--- config.mk ---
export PLATFORM = sky130hd
export DESIGN_NAME = channel_conv
export DESIGN_NICKNAME = d
export VERILOG_FILES = /design/src/design/color_pkg.sv /design/src/design/channel_conv.sv
export SDC_FILE = /design/constraint.sdc
export NUM_CORES = 1
export LEC_CHECK = 0
export BUFFER_PORTS_ARGS = -buffer_cell sky130_fd_sc_hd__clkbuf_2
export CAP_MARGIN = 20
export CORE_AREA = 4 4 41 43
export DETAILED_ROUTE_END_ITERATION = 10
export DIE_AREA = 0 0 45 47
export PLACE_DENSITY = 0.76
export SKIP_LAST_GASP = 1
export SLEW_MARGIN = 20
export SYNTH_ARGS = -nofsm -noshare
export SYNTH_HDL_FRONTEND = slang
export SYNTH_SLANG_ARGS = --single-unit
--- constraint.sdc ---
create_clock -name clock -period 0.8 [get_ports clock]
set_clock_uncertainty 0.2 [all_clocks]
set_input_delay 0 -clock clock [delete_from_list [all_inputs] [get_ports clock]]
set_output_delay 0 -clock clock [all_outputs]
set_load 0.005 [all_outputs]
--- src/design/color_pkg.sv ---
`default_nettype none

package color_pkg;

    localparam int CHANNEL_WIDTH = 8;
    localparam int NUM_CHANNELS = 3;
    localparam int MODE_WIDTH = 2;

    // Red sits in the upper byte, blue in the lower one.
    localparam int PIXEL_WIDTH = NUM_CHANNELS * CHANNEL_WIDTH;

    typedef logic [CHANNEL_WIDTH-1:0] channel_t;
    typedef logic [PIXEL_WIDTH-1:0] pixel_t;

    // Per channel conversion, selected by a 2-bit slice of color_config.
    typedef enum logic [MODE_WIDTH-1:0] {
        mode_pass   = 2'd0,
        mode_invert = 2'd1,
        mode_half   = 2'd2,
        mode_zero   = 2'd3
    } color_mode_t;

endpackage

`default_nettype wire

--- src/design/channel_conv.sv ---
`timescale 1ns/1ps
`default_nettype none

module channel_conv (
    input  wire                      clock,
    input  wire                      nreset,
    input  wire color_pkg::color_mode_t mode,
    input  wire                      in_valid,
    input  wire color_pkg::channel_t    in_sample,
    output logic                     conv_valid,
    output color_pkg::channel_t      conv_sample
);

    import color_pkg::*;

    channel_t converted;

    always_comb begin
        case (mode)
            mode_pass: begin
                converted = in_sample;
            end
            mode_invert: begin
                converted = ~in_sample;
            end
            mode_half: begin
                converted = in_sample >> 1;
            end
            // mode_zero blanks the channel.
            default: begin
                converted = '0;
            end
        endcase
    end

    always_ff @(posedge clock or negedge nreset) begin
        if (!nreset) begin
            conv_valid <= 1'b0;
        end else begin
            conv_valid <= in_valid;
        end
    end

    // The sample is only loaded with a strobe, so it keeps the last pixel.
    always_ff @(posedge clock) begin
        if (in_valid) begin
            conv_sample <= converted;
        end
    end

endmodule

`default_nettype wire

==> results.md <==
* Outcome: finished with violations
* Violated checks: negative hold slack, negative setup slack
* Clock network fraction of total power at roughly 30%
* Worst Setup Start Kind: flip-flop
* Total of max-cap violations at 0
* Die extent in x at 45 µm
* Highest clock frequency the design can meet at approximately 1100 MHz
* RePlAce Congestion at between 0.7 and 0.8
* Total number of vias at roughly 320
* Min Tclk post-route at 929.7 ps
* Number of nets in the synthesized netlist at 48
* DRC errors left at 0
* Largest stage delay, worst path at roughly 350 ps
* Relative max-transition margin at about 83%
* CTS clk-pin slew, worst paths at 60 ps
* Worst-path cell chain: buf_2
* Arrival time of data at the critical path endpoint at about 730 ps
* Kind of end point of the critical path: output port
* Final Worst Setup Slack at -129.7 ps
* I/O Pins at 22
* Final clock period utilization by the worst path at 116.2%
* Count of synthesis-stage warnings from yosys at 0
* Initial antenna violation count at 0
* Number of global-route vias before repair at 294
* Final hold violation count at 18
* Final TNS setup at -1062 ps
* Power per unit of standard cell area at 1750 mW/mm²
* Pin count of the biggest net entering global routing at 16
* Number of hold buffers added after CTS at 1
* DIE AREA at between 0.002 and 0.0025 mm²
* Comb pwr share at around a fifth
* Number of DRC markers after the initial detailed-route iteration at 1
* Overflow after GRT at 0
* Starting Density at between 30% and 40%
* Placeable core region at between 0.001 and 0.0015 mm²
* Global router's overall resource usage at 8.013%
* Number of placement rows at 13
* Final count of negative-setup-slack endpoints at 9
* Final max-slew violation count at 0
* Final core utilization at between 40% and 50%
* Fill cells at about 130
* First-pass GRT wire length at around 1.1 mm
* Root buffer cell: sky130_fd_sc_hd__clkbuf_4
* Yosys reg bits at 9
* CP max stage cell: sky130_fd_sc_hd__edfxtp_1
* Layout cell share with drive strength beyond 1 at between 40% and 50%
* Clock tree from TritonCTS: yes
* Number of nets in the finished design at 73
* Per-instance average area after synthesis at 13.87 µm²
* Largest fanout on the critical path at 1
* Number of nets still failing antenna checks after routing at 0
* Mapped cell area at 485.5 µm²
* Sequential share of power at just over 50%
* Number of input and output port buffers inserted at 21
* Required time at the worst-slack endpoint at 600 ps
* Routed length per placed instance at 9.527 µm
* Static power due to leakage at ~0.27 nW
* H-tree depth at 1
* Switch Pwr at about 240 µW
* Worst hold path depth at 1
* Seq/Total Area, Yosys at between 50% and 60%
* Avg Vias per Cell at about 4.3
* Sw frac at 21.46%
* Diode count at 0
* Pin slew with the least headroom to its limit at around 250 ps
* Min-Delay Endpoint: conv_valid
* Instance count of the mapped netlist at 35
* Buffer levels on the longest clock path at 2
* Internal power summed over all cells at just under 900 µW
* Classification of the worst setup path: flip-flop to output port
* Type of the tightest min-delay check: input port to flip-flop
* RSZ-0062 raised after global routing: true
* Unique masters post-synth at 15
* Routed Wire Length at around 710 µm
* Number of buffers and inverters on the critical path at 1
* Y dimension of the die at between 40 and 50 µm
* P&R area growth vs syn at 31.19%
* Final hold slack at -204.0 ps
* Number of buffers created by CTS at 3
* Highest ir drop seen on vdd at 0.6157 mV
* Cell family with the largest share of critical-path delay: flip-flops
* Clock tree sinks at 9
* Startpoint of the worst hold path: in_valid
* Number of search-and-repair iterations in the first detailed-routing pass at 3
-- flip-flops by register name (all words and copies together) (netlist names) --
register	cells
conv_valid	1
conv_sample	8
-- routing by layer --
metal	global-route usage, %	part of all wire (%)	vias up
met3	2.299	12	2
li1	-	-	171
met1	8.294	40	127
met5	0	0	-
met2	10.73	44	16
met4	12.28	2.7	0
-- cell usage after synthesis, drive strengths merged --
cell	number	share of area, %
buf	3	7.5
dfrtp	1	5.2
edfxtp	8	49
mux2i	3	6.2
nand2	1	0.77
nand2b	3	3.9
nand3b	3	4.6
nor2	1	0.77
o21ai	3	3.1
o22ai	1	2.6
xnor2	8	16
-- cells in the final DEF, fill, tap and decap left out --
| cell | synthesis | final |
|---|---|---|
| sky130_fd_sc_hd__dfrtp_1 | 1 | 1 |
| sky130_fd_sc_hd__clkbuf_1 | 0 | 1 |
| sky130_fd_sc_hd__xnor2_1 | 7 | 6 |
| sky130_fd_sc_hd__nand2_1 | 1 | 1 |
| sky130_fd_sc_hd__clkbuf_2 | 0 | 20 |
| sky130_fd_sc_hd__edfxtp_1 | 8 | 8 |
| sky130_fd_sc_hd__mux2i_1 | 3 | 3 |
| sky130_fd_sc_hd__xnor2_2 | 1 | 2 |
| sky130_fd_sc_hd__clkbuf_4 | 0 | 3 |
| sky130_fd_sc_hd__o22ai_2 | 1 | 1 |
| sky130_fd_sc_hd__o21ai_1 | 1 | 1 |
| sky130_fd_sc_hd__o21ai_0 | 2 | 2 |
| sky130_fd_sc_hd__nand3b_1 | 3 | 3 |
| sky130_fd_sc_hd__dlygate4sd3_1 | 0 | 1 |
| sky130_fd_sc_hd__nand2b_1 | 3 | 3 |
| sky130_fd_sc_hd__nor2_1 | 1 | 1 |
| sky130_fd_sc_hd__buf_2 | 1 | 1 |
| sky130_fd_sc_hd__buf_12 | 1 | 1 |
-- kinds of logic (layout without fill, tap and decap cells) --
logic type | Yosys count | count (layout) | share of synthesized area (%)
AND/OR/NAND/NOR | 8 | 8 | 10.05
flip-flops | 9 | 9 | 54.64
buffers and inverters | 3 | 27 | 7.473
multiplexers | 3 | 3 | 6.186
XOR/XNOR | 8 | 8 | 15.98
AO/OA/AOI/OAI | 4 | 4 | 5.669
-- how the worst max path moves through the flow --
stage	endpoint	slack (ps)	from	depth (start not counted)
floorplan	conv_sample[1]	-100	mode[0]	4
global placement	conv_sample[5]	-140	mode[0]	4
detailed placement	conv_sample[5]	-160	mode[0]	4
CTS	conv_sample[4]	-140	conv_sample[4]	1
global route	conv_sample[6]	-170	conv_sample[6]	1
finish	conv_sample[6]	-130	conv_sample[6]	1
-- power by group through the flow --
stage	Sequential (mW)	Combinational (mW)	Clock, mW
2_1_floorplan	0.594	0.114	0
3_3_place_gp	0.586	0.207	0
3_5_place_dp	0.586	0.210	0
4_1_cts	0.576	0.214	0.346
5_1_grt	0.580	0.232	0.376
6_report	0.575	0.210	0.329
-- through the flow --
stage,worst slack (ps),std cells,cell area (µm²),power (mW),hold WS [ps]
after floorplan,-104.8,35,496.7,0.7079,-495.6
after global placement,-143.4,69,600.6,0.7927,-425.8
after detailed placement,-158.5,69,600.6,0.7964,-424.2
after CTS,-138.8,74,636.9,1.136,-209.3
after global routing,-173.7,74,636.9,1.188,-205.2
final,-129.7,74,636.9,1.115,-204.0
-- area by class of cell --
| cell class | instances | area (µm²) | share of cell area, % |
|---|---|---|---|
| sequential | 9 | 265.3 | 41.65 |
| clock buffer | 4 | 26.28 | 4.126 |
| multi-input combinational | 23 | 191.4 | 30.06 |
| timing repair buffer | 23 | 135.1 | 21.22 |
| tap | 15 | 18.77 | 2.947 |
-- repair_timing --
item / CTS / global route
setup endpoints to repair: 9 / 9
buffers inserted: 0 / 0
hold endpoints to repair: 18 / 18
resized for setup: 0 / 1
Power figures use the tool's default switching activity.
