$ cat src/design/color_pkg.sv
`default_nettype none

package color_pkg;

    localparam int CHANNEL_WIDTH = 8;
    localparam int NUM_CHANNELS = 3;
    localparam int MODE_WIDTH = 2;

    // Red sits in the upper byte, blue in the lower one.
    localparam int PIXEL_WIDTH = NUM_CHANNELS * CHANNEL_WIDTH;

    typedef logic [CHANNEL_WIDTH-1:0] channel_t;
    typedef logic [PIXEL_WIDTH-1:0] pixel_t;

    // Per channel conversion, selected by a 2-bit slice of color_config.
    typedef enum logic [MODE_WIDTH-1:0] {
        mode_pass   = 2'd0,
        mode_invert = 2'd1,
        mode_half   = 2'd2,
        mode_zero   = 2'd3
    } color_mode_t;

endpackage

`default_nettype wire

$ cat src/design/video_pkg.sv
`default_nettype none

package video_pkg;

    // Raster counters and window limits share one width.
    localparam int COORD_WIDTH = 12;

    // Word address into the line buffer.
    localparam int RAM_ADDR_WIDTH = 12;

    // The line buffer spans the whole address range.
    localparam int RAM_DEPTH = 1 << RAM_ADDR_WIDTH;

    // Pixel counter value, used for both x and y.
    typedef logic [COORD_WIDTH-1:0] coord_t;

    // Line buffer word address.
    typedef logic [RAM_ADDR_WIDTH-1:0] ram_addr_t;

endpackage

`default_nettype wire
$ cat src/design/video_capture.sv
`timescale 1ns/1ps
`default_nettype none

module video_capture (
    input  wire                  clock,
    input  wire                  nreset,
    input  wire video_pkg::coord_t    counter_x,
    input  wire video_pkg::coord_t    counter_y,
    input  wire video_pkg::coord_t    h_start,
    input  wire video_pkg::coord_t    h_end,
    input  wire video_pkg::coord_t    v_start,
    input  wire video_pkg::coord_t    v_end,
    input  wire video_pkg::ram_addr_t line_length,
    input  wire video_pkg::ram_addr_t ram_words,
    input  wire video_pkg::ram_addr_t trigger_addr,
    input  wire video_pkg::coord_t    buffer_lines,
    input  wire color_pkg::channel_t  red,
    input  wire color_pkg::channel_t  green,
    input  wire color_pkg::channel_t  blue,
    output logic                 cap_valid,
    output video_pkg::ram_addr_t cap_addr,
    output logic                 cap_trigger,
    output color_pkg::channel_t  cap_red,
    output color_pkg::channel_t  cap_green,
    output color_pkg::channel_t  cap_blue
);

    import video_pkg::*;
    import color_pkg::*;

    logic      h_in;
    logic      v_in;
    logic      in_window;
    logic      at_trigger;
    coord_t    col_offset;
    coord_t    line_offset;
    ram_addr_t line_base;
    ram_addr_t wr_addr;
    pixel_t    cap_pixel;

    assign v_in = (counter_y >= v_start) && (counter_y < v_end);
    assign h_in = (counter_x >= h_start) && (counter_x < h_end);
    assign in_window = v_in && h_in;

    assign col_offset = counter_x - h_start;
    assign wr_addr = line_base + ram_addr_t'(col_offset);

    // Only meaningful inside the window, where counter_y is at least v_start.
    assign line_offset = counter_y - v_start;
    assign at_trigger = (line_offset < buffer_lines) && (wr_addr == trigger_addr);

    // The base moves once per line, when the counter reaches the right edge.
    always_ff @(posedge clock or negedge nreset) begin
        if (!nreset) begin
            line_base <= '0;
        end else if (counter_x == h_end) begin
            if (v_in && (line_base < ram_words - line_length)) begin
                line_base <= line_base + line_length;
            end else begin
                line_base <= '0;
            end
        end
    end

    always_ff @(posedge clock or negedge nreset) begin
        if (!nreset) begin
            cap_valid <= 1'b0;
            cap_trigger <= 1'b0;
        end else begin
            cap_valid <= in_window;
            cap_trigger <= in_window && at_trigger;
        end
    end

    // Address and samples hold their last captured value between pixels.
    always_ff @(posedge clock) begin
        if (in_window) begin
            cap_addr <= wr_addr;
            cap_pixel <= {red, green, blue};
        end
    end

    assign cap_red = cap_pixel[2*CHANNEL_WIDTH +: CHANNEL_WIDTH];
    assign cap_green = cap_pixel[CHANNEL_WIDTH +: CHANNEL_WIDTH];
    assign cap_blue = cap_pixel[0 +: CHANNEL_WIDTH];

    // The line base walk must keep every captured pixel inside the buffer.
    addr_in_range: assert property (
        @(posedge clock) disable iff (!nreset)
        cap_valid |-> (cap_addr < ram_words)
    ) else $error("cap_addr %0d is not below ram_words %0d", cap_addr, ram_words);

endmodule

`default_nettype wire

$ cat config.mk
export PLATFORM = sky130hd
export DESIGN_NAME = video_capture
export DESIGN_NICKNAME = d
export VERILOG_FILES = /design/src/design/color_pkg.sv /design/src/design/video_pkg.sv /design/src/design/video_capture.sv
export SDC_FILE = /design/constraint.sdc
export NUM_CORES = 1
export LEC_CHECK = 0
export ABC_AREA = 1
export BUFFER_PORTS_ARGS = -buffer_cell sky130_fd_sc_hd__buf_2
export CAP_MARGIN = 20
export CORE_MARGIN = 2
export CORE_UTILIZATION = 45
export CTS_CLUSTER_SIZE = 40
export DETAILED_ROUTE_END_ITERATION = 16
export PLACE_DENSITY_LB_ADDON = 0.15
export SKIP_CTS_REPAIR_TIMING = 1
export SYNTH_ARGS = -nofsm -noshare
export SYNTH_HDL_FRONTEND = slang
export SYNTH_SLANG_ARGS = --single-unit
$ cat constraint.sdc
create_clock -name clock -period 2.27 [get_ports clock]
set_clock_uncertainty 0.1 [all_clocks]
set_input_delay 0.5675 -clock clock [delete_from_list [all_inputs] [get_ports clock]]
set_output_delay 0.5675 -clock clock [all_outputs]
set_load 0.01 [all_outputs]
==> summary.md <==
| Metric | Value |
|---|---|
| WL final | 16.4 mm |
| Final hold violation count | 0 |
| CTS tree | yes |
| Layout area overhead | 58.2% |
| CTS Buffer Depth | 2 |
| Antenna violations before repair | 1 |
| Core area | 12700 um^2 |
| Port Buffer Count | 183 |
| Comb pwr share | 51.3% |
| Initial DRC Count | 292 |
| Crit Path Class | input pin to flop |
| Ys Warns | 0 |
| DR pass1 iterations | 4 |
| Post-DP HPWL | 13.0 mm |
| Int Pwr | 2390 uW |
| PwrDens | 399 nW/um^2 |
| Sw power | 1310 uW |
| Fraction of layout cells with a size suffix above 1 | 44.6% |
| Setup slack after layout | -0.504 ns |
| Post-route cell area | 9270 um^2 |
| CP Capture Type | flop |
| Vias in the first global route | 5883 |
| ANT nets after route | 0 |
| CTS buffer count | 5 |
| Vias | 6187 |
| CP Launch Type | input pin |
| Leakage | 0.00494 uW |
| Crit-path max FO | 4 |
| Crit-path slowest cell | ha_1 |
| CTS root buffer | clkbuf_16 |
| Main synth FF type | edfxtp_1 |
| CP Cell Sequence | buf_2, inv_1, ha_4, a21oi_1, o21ai_0, buf_4, nand2_1, nand4_1, xor2_1, ha_1, nand2_2, nor3_2, nand3_1, a21oi_2, nor2_4, buf_6, nand4_1, nand2_1 |
| Fmax | 0.360 GHz |
| Final Max Slew Viols | 0 |
| Average routed wire per standard cell | 12.6 um |
| Final hold slack | 0.0830 ns |
| Clock share of power | 20.3% |
| Yosys reg bits | 50 |
| Setup violators final | 34 |
| First-pass GRT wire length | 24.5 mm |
| Ports | 184 |
| Status | complete, but fails checks |
| Die Width | 118 um |
| Pre-CTS setup slack | -0.883 ns |
| Sequential Power Share | 28.5% |
| Synth cell types | 35 |
| Avg Cell Area, Syn | 7.41 um^2 |
| PnR Total Power | 3700 uW |
| Cell Area, Synth | 5860 um^2 |
| Placed Area | 8410 um^2 |
| Clock Latency Late Sink | 0.29 ns |
| Register area | 1430 um^2 |
| Worst Hold Class | input pin to async pin |
| H-Tree Depth | 2 |
| Die Y | 118 um |
| DR vias/cell | 4.77 |
| RSZ-0062 raised after global routing | true |
| Slew headroom | 75.5% |
| CTS Sinks | 50 |
| Reg clk slew, reported paths | 0.07 ns |
| Crit path largest cell delay | 0.28 ns |
| Syn nets | 1054 |
| Starting Density | 46.3% |
| VDD IR max | 0.257 mV |
| GRT overflow | 0 |
| Final period utilization | 122% |
| Largest net degree at the start of global routing | 26 |
| Total Routing Usage GR | 21.2% |
| Worst-Margin Slew | 0.368 ns |
| Post-synth EDFFs | 36 |
| Fillcell total | 1017 |
| Worst EP arrival | 2.86 ns |
| Final min period | 2.77 ns |
| Max_cap viols | 0 |
| # rows | 41 |
| Failing checks | setup timing |
| Ys async rst share | 28.0% |
| Setup TNS | -6.32 ns |
| Sequential area share after synthesis | 24.4% |
| Critical path required time | 2.35 ns |
| DRC errors left | 0 |
| Gate Count Post-Synth | 791 |
| Die area | 14000 um^2 |
| GP Congestion | 0.875 |
| Nets@finish | 1385 |
| Multi-input gate area | 4630 um^2 |
| Switching share of total power | 35.4% |
sequential cells by signal (all words and copies together) (netlist names):
name / count
cap_pixel: 24
cap_addr: 12
line_base: 12
cap_trigger: 1
cap_valid: 1
power by group through the flow:
stage | logic (uW) | registers, uW | clock network (uW)
floorplan | 961 | 1100 | 0
global placement | 1610 | 1070 | 0
detailed placement | 1640 | 1070 | 0
CTS | 1660 | 1050 | 760
global route | 2110 | 1060 | 787
finish | 1900 | 1050 | 749
layout make-up:
type | count | share of cell area [%]
clock buffers | 6 | 1.39
repair buffers | 324 | 23.2
clock inverters | 2 | 0.148
diodes | 1 | 0.0270
inverters | 180 | 7.56
flip-flops and latches | 50 | 15.4
well taps | 172 | 2.32
multi-input cells | 561 | 49.9
metal layers:
layer / GRT usage (%) / share of wire, % / up-vias
li1: - / - / 3233
met5: 0 / 0 / -
met1: 24.9 / 42 / 2764
met2: 39.8 / 52 / 158
met3: 2.51 / 4.1 / 32
met4: 6.48 / 2.6 / 0
Yosys cell counts, types with 4 or more instances:
| cell type | instances | share of area (%) |
|---|---|---|
| a21oi_1 | 61 | 5.2 |
| dfrtp_1 | 14 | 6.0 |
| edfxtp_1 | 36 | 18 |
| fa_1 | 14 | 4.8 |
| ha_1 | 103 | 22 |
| inv_1 | 178 | 11 |
| nand2_1 | 168 | 11 |
| nand2_2 | 12 | 1.3 |
| nand3_1 | 49 | 4.2 |
| nand3b_1 | 5 | 0.64 |
| nand4_1 | 10 | 1.1 |
| nor2_1 | 44 | 2.8 |
| nor3_1 | 7 | 0.60 |
| o21ai_0 | 25 | 2.1 |
| o21bai_1 | 4 | 0.51 |
| xnor2_1 | 12 | 1.8 |
| xor2_1 | 19 | 2.8 |
placed cells by master (no fill, tap or decap), types with 4 or more instances in the layout:
cell / count
a21oi_1: 40
ha_1: 70
buf_4: 128
ha_4: 32
nand2_2: 26
nand2_4: 10
dfrtp_1: 14
o21ai_1: 5
xnor2_1: 12
o21ai_2: 10
inv_2: 27
nand3b_1: 5
a21oi_4: 4
buf_6: 12
xor2_1: 19
edfxtp_1: 36
inv_4: 5
clkbuf_16: 8
o21ai_0: 11
nand2_1: 145
buf_2: 175
fa_1: 11
nor2_1: 38
nand3_2: 10
nand3_1: 40
inv_1: 147
a21oi_2: 17
nand4_1: 10
nor2_2: 4
stage by stage:
stage	cells	util, %
6_report	1296	73.2
4_1_cts	1283	67.5
3_3_place_gp	1275	66.4
2_1_floorplan	791	-
5_1_grt	1296	73.2
3_5_place_dp	1275	66.4
critical path, delay by kind of cell:
kind	cells	cell delay, ns
simple gates	8	0.70
buf+inv	4	0.48
fa+ha+maj	2	0.50
compound gates	3	0.43
xor+xnor	1	0.16
path summary, 6_finish.rpt:
check                                         start                   endpoint  slack [ns]  cells after the start
max in group asynchronous                    nreset   line_base[5]$_DFFE_PN0P_        1.72                      1
min in group clock                           red[7]    cap_pixel[23]$_DFFE_PP_        0.35                      1
min reg2reg                line_base[3]$_DFFE_PN0P_   line_base[3]$_DFFE_PN0P_        0.51                      3
max reg2reg                line_base[1]$_DFFE_PN0P_      cap_trigger$_DFF_PN0_       -0.28                     13
max                                  line_length[5]  line_base[11]$_DFFE_PN0P_       -0.50                     18
min                                          nreset   line_base[4]$_DFFE_PN0P_        0.08                      1
kinds of logic (layout without fill, tap and decap cells):
logic type                 Yosys count  count (layout)  share of synthesized area [%]
xor gates and xnor gates            31              31                           4.63
adders and majority gates          117             117                           26.8
and+or+nand+nor                    304             305                           22.6
DFF                                 50              50                           24.4
AOI/OAI and AO/OA                  108             108                           10.0
other                                0               1                              0
buffers and inverters              181             512                           11.6
(Power assumes the default switching activity.)
